===== src/hdl/dmem_defs.svh =====
`ifndef DMEM_DEFS_SVH
`define DMEM_DEFS_SVH

// Data memory bus geometry
`define DMEM_ADDR_W 32              // Byte address width
`define DMEM_DATA_W 32              // Bus word width
`define DMEM_STRB_W 4               // One strobe per byte lane

// Memory mapped IO window
// An address hits MMIO when (addr & ~MMIO_MASK) == MMIO_BASE
`define MMIO_BASE 32'h0001_0000     // Window base
`define MMIO_MASK 32'h0000_FFFF     // Offset bits inside window

// MMIO register offsets
`define MMIO_OFF_SCRATCH0 32'h0000_0000 // Scratch register 0
`define MMIO_OFF_SCRATCH1 32'h0000_0004 // Scratch register 1
`define MMIO_OFF_SUM      32'h0000_0008 // Read-only sum

`endif


===== src/hdl/dmem_pkg.sv =====
`include "dmem_defs.svh"

package dmem_pkg;

    typedef logic [`DMEM_ADDR_W-1:0] mem_addr_t;  // Byte address
    typedef logic [`DMEM_DATA_W-1:0] mem_data_t;  // Bus data word
    typedef logic [`DMEM_STRB_W-1:0] mem_strb_t;  // Byte lane strobes

    // Access size as issued by the core
    typedef enum logic [1:0] {
        lsu_byte = 2'd0,
        lsu_half = 2'd1,
        lsu_word = 2'd2
    } lsu_size_e;

    typedef struct packed {
        logic      wen;                 // Store when set
        lsu_size_e size;                // Access width
        logic      sign;                // Sign-extend loads
        mem_addr_t addr;                // Unaligned byte address
        mem_data_t wdata;               // Store data, low bits used
    } core_req_t;

    typedef struct packed {
        logic      err;                 // Bus or alignment error
        mem_data_t rdata;               // Extended load data
    } core_rsp_t;

    typedef struct packed {
        mem_addr_t addr;                // Word aligned address
        logic      wen;                 // Write enable
        mem_strb_t strb;                // Active byte lanes
        mem_data_t wdata;               // Lane replicated data
    } bus_req_t;

    typedef struct packed {
        logic      err;                 // Slave error
        mem_data_t rdata;               // Raw word
    } bus_rsp_t;

    // Attributes held for one cycle between grant and response
    typedef struct packed {
        logic [1:0] offset;             // Byte offset in word
        lsu_size_e  size;               // Access width
        logic       sign;               // Sign-extend loads
        logic       wen;                // Store, so no load data
        logic       misaligned;         // Never went to the bus
    } load_info_t;

endpackage


===== src/hdl/lsu_request.sv =====
`timescale 1ns/1ps
`include "dmem_defs.svh"

module lsu_request import dmem_pkg::*; (
    input  logic       g_clk,
    input  logic       g_resetn,
    input  logic       core_req_valid,  // Core has a request
    input  core_req_t  core_req,        // Held until core_gnt
    output logic       core_gnt,        // Transfer accepted
    output logic       bus_req_valid,   // Aligned request to bus
    output bus_req_t   bus_req,
    input  logic       bus_gnt,         // Bus accepted request
    output load_info_t load_info,       // Attributes for stage 3
    output logic       rsp_valid        // Response due this cycle
);

    logic [1:0] offset;
    logic       misaligned;
    logic       grant;
    mem_data_t  wdata_lanes;
    mem_strb_t  strb;

    assign offset = core_req.addr[1:0];

    // Lane replication, strobes and alignment check per size
    always_comb begin
        unique case (core_req.size)
            lsu_byte: begin
                wdata_lanes = {4{core_req.wdata[7:0]}};
                strb        = mem_strb_t'(4'b0001) << offset;
                misaligned  = 1'b0;                 // Bytes always fit
            end
            lsu_half: begin
                wdata_lanes = {2{core_req.wdata[15:0]}};
                strb        = mem_strb_t'(4'b0011) << offset;
                misaligned  = offset[0];            // Odd address
            end
            lsu_word: begin
                wdata_lanes = core_req.wdata;
                strb        = 4'b1111;
                misaligned  = |offset;              // Not a multiple of 4
            end
            default: begin
                wdata_lanes = core_req.wdata;
                strb        = 4'b0000;
                misaligned  = 1'b1;                 // Illegal size rejected
            end
        endcase
    end

    // Misaligned requests stay off the bus and are granted here
    assign bus_req_valid = core_req_valid && !misaligned;
    assign core_gnt      = core_req_valid && (misaligned || bus_gnt);
    assign grant         = core_gnt;

    assign bus_req.addr  = {core_req.addr[`DMEM_ADDR_W-1:2], 2'b00}; // Word address
    assign bus_req.wen   = core_req.wen;
    assign bus_req.strb  = strb;
    assign bus_req.wdata = wdata_lanes;

    always_ff @(posedge g_clk) begin
        if (!g_resetn) begin
            rsp_valid <= 1'b0;
        end else begin
            rsp_valid <= grant;                     // One response per grant
        end
    end

    always_ff @(posedge g_clk) begin
        if (grant) begin
            load_info.offset     <= offset;
            load_info.size       <= core_req.size;
            load_info.sign       <= core_req.sign;
            load_info.wen        <= core_req.wen;
            load_info.misaligned <= misaligned;
        end
    end

endmodule


===== src/hdl/core_mmio_mux.sv =====
`timescale 1ns/1ps
`include "dmem_defs.svh"

module core_mmio_mux import dmem_pkg::*; (
    input  logic     g_clk,
    input  logic     g_resetn,
    input  logic     int_req_valid,     // Request from stage 1
    input  bus_req_t int_req,
    output logic     int_gnt,           // Grant from selected side
    output bus_rsp_t int_rsp,           // Response from routed side
    output logic     ext_req_valid,     // To external memory
    output bus_req_t ext_req,
    input  logic     ext_gnt,
    input  bus_rsp_t ext_rsp,
    output logic     mmio_req_valid,    // To MMIO registers
    output bus_req_t mmio_req,
    input  logic     mmio_gnt,
    input  bus_rsp_t mmio_rsp
);

    logic mmio_hit;
    logic route_mmio;

    // Region decode on the bits above the offset mask
    assign mmio_hit = (int_req.addr & ~mem_addr_t'(`MMIO_MASK)) == mem_addr_t'(`MMIO_BASE);

    // Payload goes both ways, only one side sees valid
    assign ext_req  = int_req;
    assign mmio_req = int_req;

    assign ext_req_valid  = int_req_valid && !mmio_hit;
    assign mmio_req_valid = int_req_valid &&  mmio_hit;

    assign int_gnt = mmio_hit ? mmio_gnt : ext_gnt;

    // Remember which side owes the next response
    always_ff @(posedge g_clk) begin
        if (!g_resetn) begin
            route_mmio <= 1'b0;
        end else if (int_req_valid && int_gnt) begin
            route_mmio <= mmio_hit;
        end
    end

    assign int_rsp = route_mmio ? mmio_rsp : ext_rsp;

endmodule


===== src/hdl/mmio_regs.sv =====
`timescale 1ns/1ps
`include "dmem_defs.svh"

module mmio_regs import dmem_pkg::*; (
    input  logic     g_clk,
    input  logic     g_resetn,
    input  logic     req_valid,         // Access in MMIO window
    input  bus_req_t req,
    output logic     gnt,               // Always ready
    output bus_rsp_t rsp                // Valid cycle after grant
);

    mem_addr_t offset;
    mem_data_t scratch0;
    mem_data_t scratch1;
    mem_data_t sum;
    mem_data_t rdata_nxt;
    logic      err_nxt;
    logic      full_word;
    logic      wr_ok;

    assign gnt       = req_valid;                   // No wait states
    assign offset    = req.addr & mem_addr_t'(`MMIO_MASK);
    assign sum       = scratch0 + scratch1;         // Wraps modulo 2^32
    assign full_word = &req.strb;

    // Decode read data and error for the current access
    always_comb begin
        rdata_nxt = '0;
        err_nxt   = 1'b0;
        case (offset)
            `MMIO_OFF_SCRATCH0: begin
                rdata_nxt = scratch0;
                err_nxt   = req.wen && !full_word;  // Partial write refused
            end
            `MMIO_OFF_SCRATCH1: begin
                rdata_nxt = scratch1;
                err_nxt   = req.wen && !full_word;
            end
            `MMIO_OFF_SUM: begin
                rdata_nxt = sum;
                err_nxt   = req.wen;                // Read only
            end
            default: begin
                err_nxt   = 1'b1;                   // Unmapped, rdata 0
            end
        endcase
    end

    assign wr_ok = req_valid && req.wen && !err_nxt;

    always_ff @(posedge g_clk) begin
        if (!g_resetn) begin
            scratch0 <= '0;
            scratch1 <= '0;
        end else if (wr_ok) begin
            if (offset == `MMIO_OFF_SCRATCH0) begin
                scratch0 <= req.wdata;
            end
            if (offset == `MMIO_OFF_SCRATCH1) begin
                scratch1 <= req.wdata;
            end
        end
    end

    // Response captured on grant, read before the write lands
    always_ff @(posedge g_clk) begin
        if (req_valid) begin
            rsp.err   <= err_nxt;
            rsp.rdata <= rdata_nxt;
        end
    end

endmodule


===== src/hdl/lsu_response.sv =====
`timescale 1ns/1ps

module lsu_response import dmem_pkg::*; (
    input  logic       rsp_valid,       // Response due this cycle
    input  load_info_t load_info,       // Registered at grant
    input  bus_rsp_t   bus_rsp,         // Routed bus response
    output logic       core_rsp_valid,
    output core_rsp_t  core_rsp
);

    mem_data_t shifted;
    mem_data_t extended;
    logic      err;

    // Bring the addressed lane down to bit 0
    assign shifted = bus_rsp.rdata >> {load_info.offset, 3'b000};

    always_comb begin
        case (load_info.size)
            lsu_byte: begin
                extended = {{24{load_info.sign && shifted[7]}}, shifted[7:0]};
            end
            lsu_half: begin
                extended = {{16{load_info.sign && shifted[15]}}, shifted[15:0]};
            end
            default: begin
                extended = shifted;                 // Word, no shift applied
            end
        endcase
    end

    // Alignment fault wins over whatever the bus returned
    assign err = rsp_valid && (load_info.misaligned || bus_rsp.err);

    assign core_rsp_valid = rsp_valid;
    assign core_rsp.err   = err;
    assign core_rsp.rdata = (err || load_info.wen) ? '0 : extended; // Stores return 0

endmodule


===== src/hdl/dmem_subsys_top.sv =====
`timescale 1ns/1ps

module dmem_subsys_top import dmem_pkg::*; (
    input  logic      g_clk,
    input  logic      g_resetn,
    input  logic      core_req_valid,   // Core load or store
    input  core_req_t core_req,
    output logic      core_gnt,
    output logic      core_rsp_valid,   // Cycle after core_gnt
    output core_rsp_t core_rsp,
    output logic      ext_req_valid,    // External memory bus
    output bus_req_t  ext_req,
    input  logic      ext_gnt,
    input  bus_rsp_t  ext_rsp           // Cycle after ext_gnt
);

    logic       bus_req_valid;
    bus_req_t   bus_req;
    logic       bus_gnt;
    bus_rsp_t   bus_rsp;
    load_info_t load_info;
    logic       rsp_valid;
    logic       mmio_req_valid;
    bus_req_t   mmio_req;
    logic       mmio_gnt;
    bus_rsp_t   mmio_rsp;

    lsu_request u_lsu_request (
        .g_clk          (g_clk),
        .g_resetn       (g_resetn),
        .core_req_valid (core_req_valid),
        .core_req       (core_req),
        .core_gnt       (core_gnt),
        .bus_req_valid  (bus_req_valid),
        .bus_req        (bus_req),
        .bus_gnt        (bus_gnt),
        .load_info      (load_info),
        .rsp_valid      (rsp_valid)
    );

    core_mmio_mux u_core_mmio_mux (
        .g_clk          (g_clk),
        .g_resetn       (g_resetn),
        .int_req_valid  (bus_req_valid),
        .int_req        (bus_req),
        .int_gnt        (bus_gnt),
        .int_rsp        (bus_rsp),
        .ext_req_valid  (ext_req_valid),
        .ext_req        (ext_req),
        .ext_gnt        (ext_gnt),
        .ext_rsp        (ext_rsp),
        .mmio_req_valid (mmio_req_valid),
        .mmio_req       (mmio_req),
        .mmio_gnt       (mmio_gnt),
        .mmio_rsp       (mmio_rsp)
    );

    mmio_regs u_mmio_regs (
        .g_clk          (g_clk),
        .g_resetn       (g_resetn),
        .req_valid      (mmio_req_valid),
        .req            (mmio_req),
        .gnt            (mmio_gnt),
        .rsp            (mmio_rsp)
    );

    lsu_response u_lsu_response (
        .rsp_valid      (rsp_valid),
        .load_info      (load_info),
        .bus_rsp        (bus_rsp),
        .core_rsp_valid (core_rsp_valid),
        .core_rsp       (core_rsp)
    );

endmodule


===== config.mk =====
export PLATFORM = sky130hd
export DESIGN_NAME = dmem_subsys_top
export DESIGN_NICKNAME = d
export VERILOG_FILES = /design/src/hdl/dmem_pkg.sv /design/src/hdl/lsu_request.sv /design/src/hdl/core_mmio_mux.sv /design/src/hdl/mmio_regs.sv /design/src/hdl/lsu_response.sv /design/src/hdl/dmem_subsys_top.sv
export VERILOG_INCLUDE_DIRS = /design/src /design/src/hdl
export SDC_FILE = /design/constraint.sdc
export NUM_CORES = 1
export LEC_CHECK = 0
export ABC_AREA = 1
export CAP_MARGIN = 15
export CORE_MARGIN = 1.5
export CORE_UTILIZATION = 55
export CTS_BUF_LIST = sky130_fd_sc_hd__clkbuf_8 sky130_fd_sc_hd__clkbuf_16
export CTS_CLUSTER_SIZE = 40
export DETAILED_ROUTE_END_ITERATION = 6
export DONT_BUFFER_PORTS = 1
export GPL_TIMING_DRIVEN = 1
export PLACE_DENSITY = 0.79
export SLEW_MARGIN = 10
export SYNTH_ARGS = -nofsm -noshare
export SYNTH_HDL_FRONTEND = slang
export SYNTH_SLANG_ARGS = --single-unit

===== constraint.sdc =====
create_clock -name g_clk -period 4.7 [get_ports g_clk]
set_input_delay 0.94 -clock g_clk [delete_from_list [all_inputs] [get_ports g_clk]]
set_output_delay 0.94 -clock g_clk [all_outputs]
set_load 0.03 [all_outputs]

======== Word-level counts from Yosys, hierarchy flattened ========
Index checks and enable logic that the tools add are counted.
operators by class
  add/sub/neg operators ................... 1
  mux-type cells .......................... 9
  shift operators ......................... 3
  reductions and logical operators ........ 26
  eq/ne operators ......................... 6
operator list
  cell                                             number
  one-hot mux 32 bit (2 select lines)              2
  one-hot mux 32 bit (3 select lines)              1
  two-way mux 33 bit                               1
  adder 32 bit                                     1
  zero test 32 bit                                 1
  two-way mux 32 bit                               1
  right shift 32 x 5 -> 32 bit                     1
  == test 16 x 1 -> 1 bit, second input constant   1
  == test 14 x 1 -> 1 bit, second input constant   1
  == test 14 x 2 -> 1 bit, second input constant   1
  one-hot mux 4 bit (3 select lines)               1
  logical AND 1 bit                                11
  == test 2 x 1 -> 1 bit, second input constant    2
  zero test 1 bit                                  4
  zero test 2 bit                                  2
  AND reduction 2 bit                              2
  AND reduction 4 bit                              1
  OR reduction 2 bit                               2
  << shifter 1 x 2 -> 4 bit, first input constant  1
  << shifter 2 x 2 -> 4 bit, first input constant  1
  logical OR 1 bit                                 3
  one-hot mux 1 bit (3 select lines)               1
  == test 2 bit, second input constant             1
  one-hot mux 1 bit (2 select lines)               1
  two-way mux 1 bit                                1
word-level totals
  bits of input ports ..................... 105
  word-level logic and storage cells ...... 56
  output and inout port bits .............. 105
  register bits after elaboration ......... 106

======== Logic depth before layout (Yosys ltp) ========
Gate-level depths: netlist (run 1).
  word-level depth ........................ 9
  mapped depth ............................ 15
  mapped depth without buffers ............ 15

======== By module ========
Synthesis (run 1) repeated with hierarchy kept, for this count alone.
second synthesis, totals
  cell total of the unflattened synthesis .. 1653
  area, all modules ....................... 10417.5 um2
by module, submodules not included
  module         area an instance (um2)  instances  cells an instance  seq. area each (um2)
  mmio_regs      6670.1                  1          1066               2272.2
  core_mmio_mux  1609.0                  1          203                20.0
  lsu_response   1108.6                  1          228                0.0
  lsu_request    1029.7                  1          156                230.2

======== Worst setup path after synthesis (run 1) ========
Ideal clock, no wire load.
  path type ............................... input port to output port
  from .................................... input port ext_rsp[32] (netlist bit)
  to ...................................... output port core_rsp[5] (netlist bit)
  data arrival time ....................... 2.434 ns
  setup slack ............................. 1.326 ns
  path buffers ............................ 1
  cell stages on the path ................. 8
  data required time ...................... 3.760 ns
  path through ............................ nand2_1 nand2_1 o21ai_0 inv_1 nor2_1 inv_1 clkbuf_1 a211oi_1
RTL lines
  what         RTL line               text
  from (decl)  dmem_subsys_top.sv:14  input bus_rsp_t ext_rsp
  to (decl)    dmem_subsys_top.sv:10  output core_rsp_t core_rsp,

==> impl_results.md, run 1 <==
- Post-synth EDFFs: 40
- Slowest cell on crit path: edfxtp_1
- Final Setup Violations: 0
- PortBufs: 0
- Layout cells sized above 1: 5.97%
- Leakage: 4.70 nW
- Number of nets in the layout: 1539
- Initial drt markers: 736
- TritonCTS clock tree: built
- Worst rel slew slack: 28.0%
- Vias in the first global route: 8027
- Max-cap violations: 0
- RSZ-0062 raised after global routing: false
- Met2 GRT Util: 49.3%
- Via density: 5.48
- DRC viols: 0
- Hold WC Path Type: reg -> reg
- Power Dens Cells: 226 nW/um^2
- Die area: 17100 um^2
- Crit path max fanout: 32
- Cts hold-fix bufs: 0
- FMAX: 248 MHz
- Top Usage Layer GRT: met2
- Clk sinks: 106
- Tmin final: 4.03 ns
- Multi-input logic area: 5040 um^2
- First-pass GRT wire length: 40400 um
- Clock Tree Buf Depth: 2
- IO Pins: 210
- Worst skew pair latency: 0.36 ns
- M3 GR Usage: 6.96%
- Root Buffer: clkbuf_16
- Mapped cell area: 8970 um^2
- Synth Warn #: 0
- Netlist cell types: 44
- Post_cts resized: 0
- Core ar.: 15900 um^2
- Gate Count Post-Synth: 1461
- WL final: 25700 um
- Maximum vdd drop: 159 uV
- Area grow syn2layout: 2.62%
- Filler instances: 1639
- DR vias: 8902
- Clock Skew: 0.00517 ns
- Antenna violations before repair: 0
- Cell Count, Final, Fillers Out: 1623
- Reg clk slew, reported paths: 0.07 ns
- Max-slew violations: 0
- WL per Instance: 15.8 um
- Crit path cell chain: inv_1 > buf_4 > o21ai_0 > o21ai_1 > nand2_2 > nand3b_1 > nand2_1 > nor2_1
- Yosys reg bits: 106
- Pre-CTS WS: 1.06 ns
- Routed Antenna Nets: 0
- Die Span Y: 131 um
- Avg Cell Area, Syn: 6.14 um^2
- Die Wd: 131 um
- Placed Cells incl. Taps: 1606
- Htree depth: 3
- Outcome: finished clean
- Total GRT Usage: 30.7%
- Period utilisation layout: 85.7%
- Largest net degree at the start of global routing: 99
- Crit start category: flop
- CP Capture Type: output port
- Hold WS: 0.517 ns
- CP required: 3.76 ns
- Max incr delay on CP: 0.57 ns
- Routability cong.: 0.958
- ANT cells: 0
- Worst path arrival time: 3.09 ns
- Worst-margin pin slew: 1.07 ns
- Most common cell after layout, fill and taps aside: nand2_1
- CTS Buf Count: 9
- Post-layout power: 2.08 mW
- Dpl cell area: 8880 um^2
- Post-synthesis async set-or-reset flop share: 0%
- Critical path class: reg -> out
- Detailed placement HPWL: 20000 um
- Initial Util: 56.5%
- Register area share after synthesis: 28.1%
- Setup TNS Final: 0 ns
- Top_reg_cell synth: dfxtp_1
- Post-CTS Setup Bufs: 0
- Grt total ovfl: 0
- Cell Rows: 46
- Seq. cell area: 2520 um^2
- Final hold vios: 0
- Design area: 9200 um^2
- Commonest cells after routing, fill and taps aside: 436 x nand2_1, 209 x inv_1, 181 x nor2_1, 113 x nand3_1, 96 x a21oi_1
- GR Util met1: 41.3%
- Pre-antenna DRT Iters: 5
- Final worst slack: 0.672 ns
- Layout Utilization: 57.9%
## sequential cells by signal, indices dropped and copies added (netlist names)
| name | cells |
|---|---|
| u_lsu_request.load_info | 7 |
| u_mmio_regs.scratch0 | 32 |
| u_lsu_request.rsp_valid | 1 |
| u_mmio_regs.rsp | 33 |
| u_mmio_regs.scratch1 | 32 |
| u_core_mmio_mux.route_mmio | 1 |
## worst max-delay path, delay by kind of cell (launching register included)
kind / cells / cell delay [ns]
compound gates: 2 / 0.38
simple gates: 4 / 1.10
buf+inv: 2 / 0.68
flops: 1 / 0.57
## cell families after synthesis
group                    count (synthesis)  synth area share [%]
flip-flops                             106                  28.1
adder cells (fa/ha/maj)                 32                  4.55
other                                    1                0.0418
multiplexers                            13                  1.45
buffers and inverters                  313                  15.7
AND/OR/NAND/NOR                        782                  36.2
AO/OA/AOI/OAI                          211                  13.7
XOR/XNOR                                 3                 0.293
## layer usage
layer  part of all wire [%]  up-vias
met2                     43      441
met5                      0        -
met1                     43     3939
li1                       -     4471
met3                     11       51
met4                    2.4        0
## power by group
| part | internal [mW] | switching (mW) |
|---|---|---|
| clock network | 0.426 | 0.344 |
| logic | 0.0900 | 0.259 |
| registers | 0.953 | 0.00872 |
## cell type report
cell class,count,share of cell area [%]
inverter,211,8.61
tap,216,2.94
multi-input combinational,1043,54.8
clock inverter,6,0.625
clock buffer,10,2.60
sequential,106,27.4
timing repair buffer,31,3.02
## worst paths after layout
path,cells past startpoint,startpoint,to,slack [ns]
worst min-delay path,2,u_mmio_regs.scratch0[12]$_SDFFE_PN0P_,u_mmio_regs.scratch0[12]$_SDFFE_PN0P_,0.52
worst min register to register,2,u_mmio_regs.scratch0[12]$_SDFFE_PN0P_,u_mmio_regs.scratch0[12]$_SDFFE_PN0P_,0.52
worst max-delay path,8,u_lsu_request.load_info[5]$_DFFE_PP_,core_rsp[29],0.67
worst max register to register,15,u_mmio_regs.scratch0[0]$_SDFFE_PN0P_,u_mmio_regs.rsp[28]$_DFFE_PP_,2.26
## Yosys cell counts, drive strengths merged, types with 9 or more instances
| master | number | area share, % |
|---|---|---|
| nand2 | 442 | 19 |
| inv | 210 | 8.8 |
| nor2 | 186 | 8.1 |
| nand3 | 115 | 6.5 |
| a21oi | 106 | 6.3 |
| buf | 72 | 5.6 |
| dfxtp | 66 | 15 |
| o21ai | 63 | 3.5 |
| edfxtp | 40 | 13 |
| ha | 31 | 4.3 |
| clkbuf | 30 | 1.3 |
| a22o | 15 | 1.5 |
| or2 | 14 | 0.98 |
| mux2i | 13 | 1.5 |
| nor3 | 9 | 0.50 |
Note: power is estimated with default switching activity, not from simulation.
==> inputs of run 2 (changes only) <==
--- a/config.mk
+++ b/config.mk
@@ -15,7 +15,7 @@
 export DETAILED_ROUTE_END_ITERATION = 6
 export DONT_BUFFER_PORTS = 1
 export GPL_TIMING_DRIVEN = 1
-export PLACE_DENSITY = 0.79
+export PLACE_DENSITY = 0.7
 export SLEW_MARGIN = 10
 export SYNTH_ARGS = -nofsm -noshare
 export SYNTH_HDL_FRONTEND = slang
==> run 2 against run 1 <==
  * Final area increased by 0.75%
  * Wire length increased by 1.5%
  * Cell count up 0.55%
  * Critical endpoint is now core_rsp[1]
  * Largest power group unchanged
  * Highest routed layer unchanged
==> impl_results.md, run 2 (same netlist as run 1, synthesis figures left out) <==
- Outcome: finished clean (unchanged)
- Crit path max fanout: 18 (was 32)
- Top Metal Used: met4 (unchanged)
- Initial Util: 56.5% (unchanged)
- Pre-antenna DRT Iters: 4 (was 5)
- Largest net degree at the start of global routing: 66 (was 99)
- Slowest cell on crit path: dfxtp_1 (was edfxtp_1)
- Largest register by flop count: u_mmio_regs.rsp (unchanged)
- Detailed placement HPWL: 20400 um (was 20000 um)
- DR vias: 8781 (was 8902)
- Hold WS: 0.521 ns (was 0.517 ns)
- Max-cap violations: 0 (unchanged)
- Filler instances: 1620 (was 1639)
- WL final: 26000 um (was 25700 um)
- Post-CTS Setup Bufs: 0 (unchanged)
- Final hold vios: 0 (unchanged)
- Max reg flops: 33 (unchanged)
- CTS Buf Count: 9 (unchanged)
- IO Pins: 210 (unchanged)
- FMAX: 270 MHz (was 248 MHz)
- Core ar.: 15900 um^2 (unchanged)
- Multi-input logic area: 5040 um^2 (unchanged)
- Via density: 5.38 (was 5.48)
- Hold WC Path Type: reg -> reg (unchanged)
- TritonCTS clock tree: built (unchanged)
- RSZ-0062 raised after global routing: false (unchanged)
- Most common cell after layout, fill and taps aside: nand2_1 (unchanged)
- Routability cong.: 0.973 (was 0.958)
- Cell Rows: 46 (unchanged)
- Hold_sp: u_mmio_regs.scratch0[11]$_SDFFE_PN0P_ (was u_mmio_regs.scratch0[12]$_SDFFE_PN0P_)
- Worst path arrival time: 2.76 ns (was 3.09 ns)
- Met3 wire length: 2530 um (was 2780 um)
- Metal-1 WL: 11300 um (was 11100 um)
- Reg2Reg Depth: 15 (unchanged)
- Routed length on met2: 11400 um (was 11100 um)
- Clock Tree Buf Depth: 2 (unchanged)
- Maximum vdd drop: 201 uV (was 159 uV)
- Clk sinks: 106 (unchanged)
- ANT cells: 0 (unchanged)
- Die Wd: 131 um (unchanged)
- PortBufs: 0 (unchanged)
- Seq. cell area: 2520 um^2 (unchanged)
- Power Dens Cells: 229 nW/um^2 (was 226 nW/um^2)
- Die area: 17100 um^2 (unchanged)
- Crit start category: flop (unchanged)
- Reg-to-reg endpoint: u_mmio_regs.rsp[28]$_DFFE_PP_ (unchanged)
- Vias in the first global route: 7801 (was 8027)
- CP delay by family, top: buffers and inverters (was simple AND/OR/NAND/NOR gates)
- CP required: 3.76 ns (about the same)
- RR Startpoint: u_mmio_regs.scratch1[0]$_SDFFE_PN0P_ (was u_mmio_regs.scratch0[0]$_SDFFE_PN0P_)
- Worst rel slew slack: 30.8% (was 28.0%)
- Critical path class: reg -> out (unchanged)
- Largest regs: u_mmio_regs.rsp x33, u_mmio_regs.scratch0 x32, u_mmio_regs.scratch1 x32 (unchanged)
- Max-slew violations: 0 (unchanged)
- Htree depth: 3 (unchanged)
- R2r setup slk: 2.29 ns (was 2.26 ns)
- CP Capture Type: output port (unchanged)
- Total GRT Usage: 30.8% (was 30.7%)
- Cts hold-fix bufs: 0 (unchanged)
- DRC viols: 0 (unchanged)
- Leakage: 4.74 nW (was 4.70 nW)
- Area grow syn2layout: 3.39% (was 2.62%)
- WL per Instance: 16.0 um (was 15.8 um)
- Crit path cell chain: inv_2 > nand2_1 > nand2_1 > o21ai_0 > inv_1 > nor2_1 > inv_1 > a211oi_1 > buf_4 (was inv_1 > buf_4 > o21ai_0 > o21ai_1 > nand2_2 > nand3b_1 > nand2_1 > nor2_1)
- Setup TNS Final: 0 ns (unchanged)
- Final Setup Violations: 0 (unchanged)
- Root Buffer: clkbuf_16 (unchanged)
- Commonest cells after routing, fill and taps aside: 436 x nand2_1, 207 x inv_1, 181 x nor2_1, 113 x nand3_1, 96 x a21oi_1 (was 436 x nand2_1, 209 x inv_1, 181 x nor2_1, 113 x nand3_1, 96 x a21oi_1)
- Tmin final: 3.70 ns (was 4.03 ns)
- Post_cts resized: 0 (unchanged)
- Clock Skew: 0.0160 ns (was 0.00517 ns)
- Worst skew pair latency: 0.37 ns (was 0.36 ns)
- Reg clk slew, reported paths: 0.07 ns (about the same)
- Worst-margin pin slew: 1.03 ns (was 1.07 ns)
- Layout cells sized above 1: 6.71% (was 5.97%)
- Routed Antenna Nets: 0 (unchanged)
- Grt total ovfl: 0 (unchanged)
- Max incr delay on CP: 0.62 ns (was 0.57 ns)
- Period utilisation layout: 78.7% (was 85.7%)
- Crit path buffers/inverters: 4 (was 2)
- Number of nets in the layout: 1548 (was 1539)
- Initial drt markers: 472 (was 736)
- Die Span Y: 131 um (unchanged)
- Antenna violations before repair: 0 (unchanged)
- Min-Delay Path Depth: 2 (unchanged)
- Worst hold endpoint: u_mmio_regs.scratch0[11]$_SDFFE_PN0P_ (was u_mmio_regs.scratch0[12]$_SDFFE_PN0P_)
- First-pass GRT wire length: 40000 um (was 40400 um)
==> run 2: how the worst max path moves through the flow <==
stage                                             from                                    end  cells after the start
2_1_floorplan                              ext_rsp[32]                            core_rsp[5]                      8
3_3_place_gp                              core_req[43]  u_mmio_regs.scratch1[29]$_SDFFE_PN0P_                     10
3_5_place_dp                               ext_rsp[23]                           core_rsp[17]                      9
4_1_cts        u_core_mmio_mux.route_mmio$_SDFFE_PN0P_                            core_rsp[1]                      9
5_1_grt        u_core_mmio_mux.route_mmio$_SDFFE_PN0P_                            core_rsp[1]                      9
6_report       u_core_mmio_mux.route_mmio$_SDFFE_PN0P_                            core_rsp[1]                      9
==> run 2: where the power goes <==
part | switching (mW) | internal (mW)
clock | 0.364 | 0.435
combinational | 0.262 | 0.0994
sequential | 0.00910 | 0.953
==> run 2: layout make-up <==
class | count | area share [%]
multi-input combinational | 1043 | 54.4
sequential | 106 | 27.2
tap | 216 | 2.91
inverter | 211 | 8.54
timing repair buffer | 40 | 3.59
clock buffer | 10 | 2.58
clock inverter | 6 | 0.769
==> run 2: worst reg2reg max path: cells and delay by family (launching register included) <==
kind / cells / cell delay (ns)
adder cells (fa/ha/maj): 2 / 0.56
buffers and inverters: 2 / 0.17
flip-flops: 1 / 0.34
AND/OR/NAND/NOR: 11 / 1.10
==> run 2: per-stage QoR <==
stage | utilization, % | instance area [um^2] | cells | setup WS [ns] | total power, mW
after floorplan | - | 8970 | 1462 | 1.33 | 1.32
after global placement | 56.2 | 8930 | 1615 | 1.40 | 1.34
after detailed placement | 56.2 | 8930 | 1615 | 1.38 | 1.34
after CTS | 58.2 | 9240 | 1631 | 1.01 | 2.13
after global routing | 58.4 | 9270 | 1632 | 0.729 | 2.20
final | 58.4 | 9270 | 1632 | 1.00 | 2.12
==> run 2: routing by layer <==
layer	global-route usage, %	up-vias
met4	11.9	0
met1	39.9	3876
li1	-	4496
met3	7.98	49
met2	49.3	360
met5	0	-
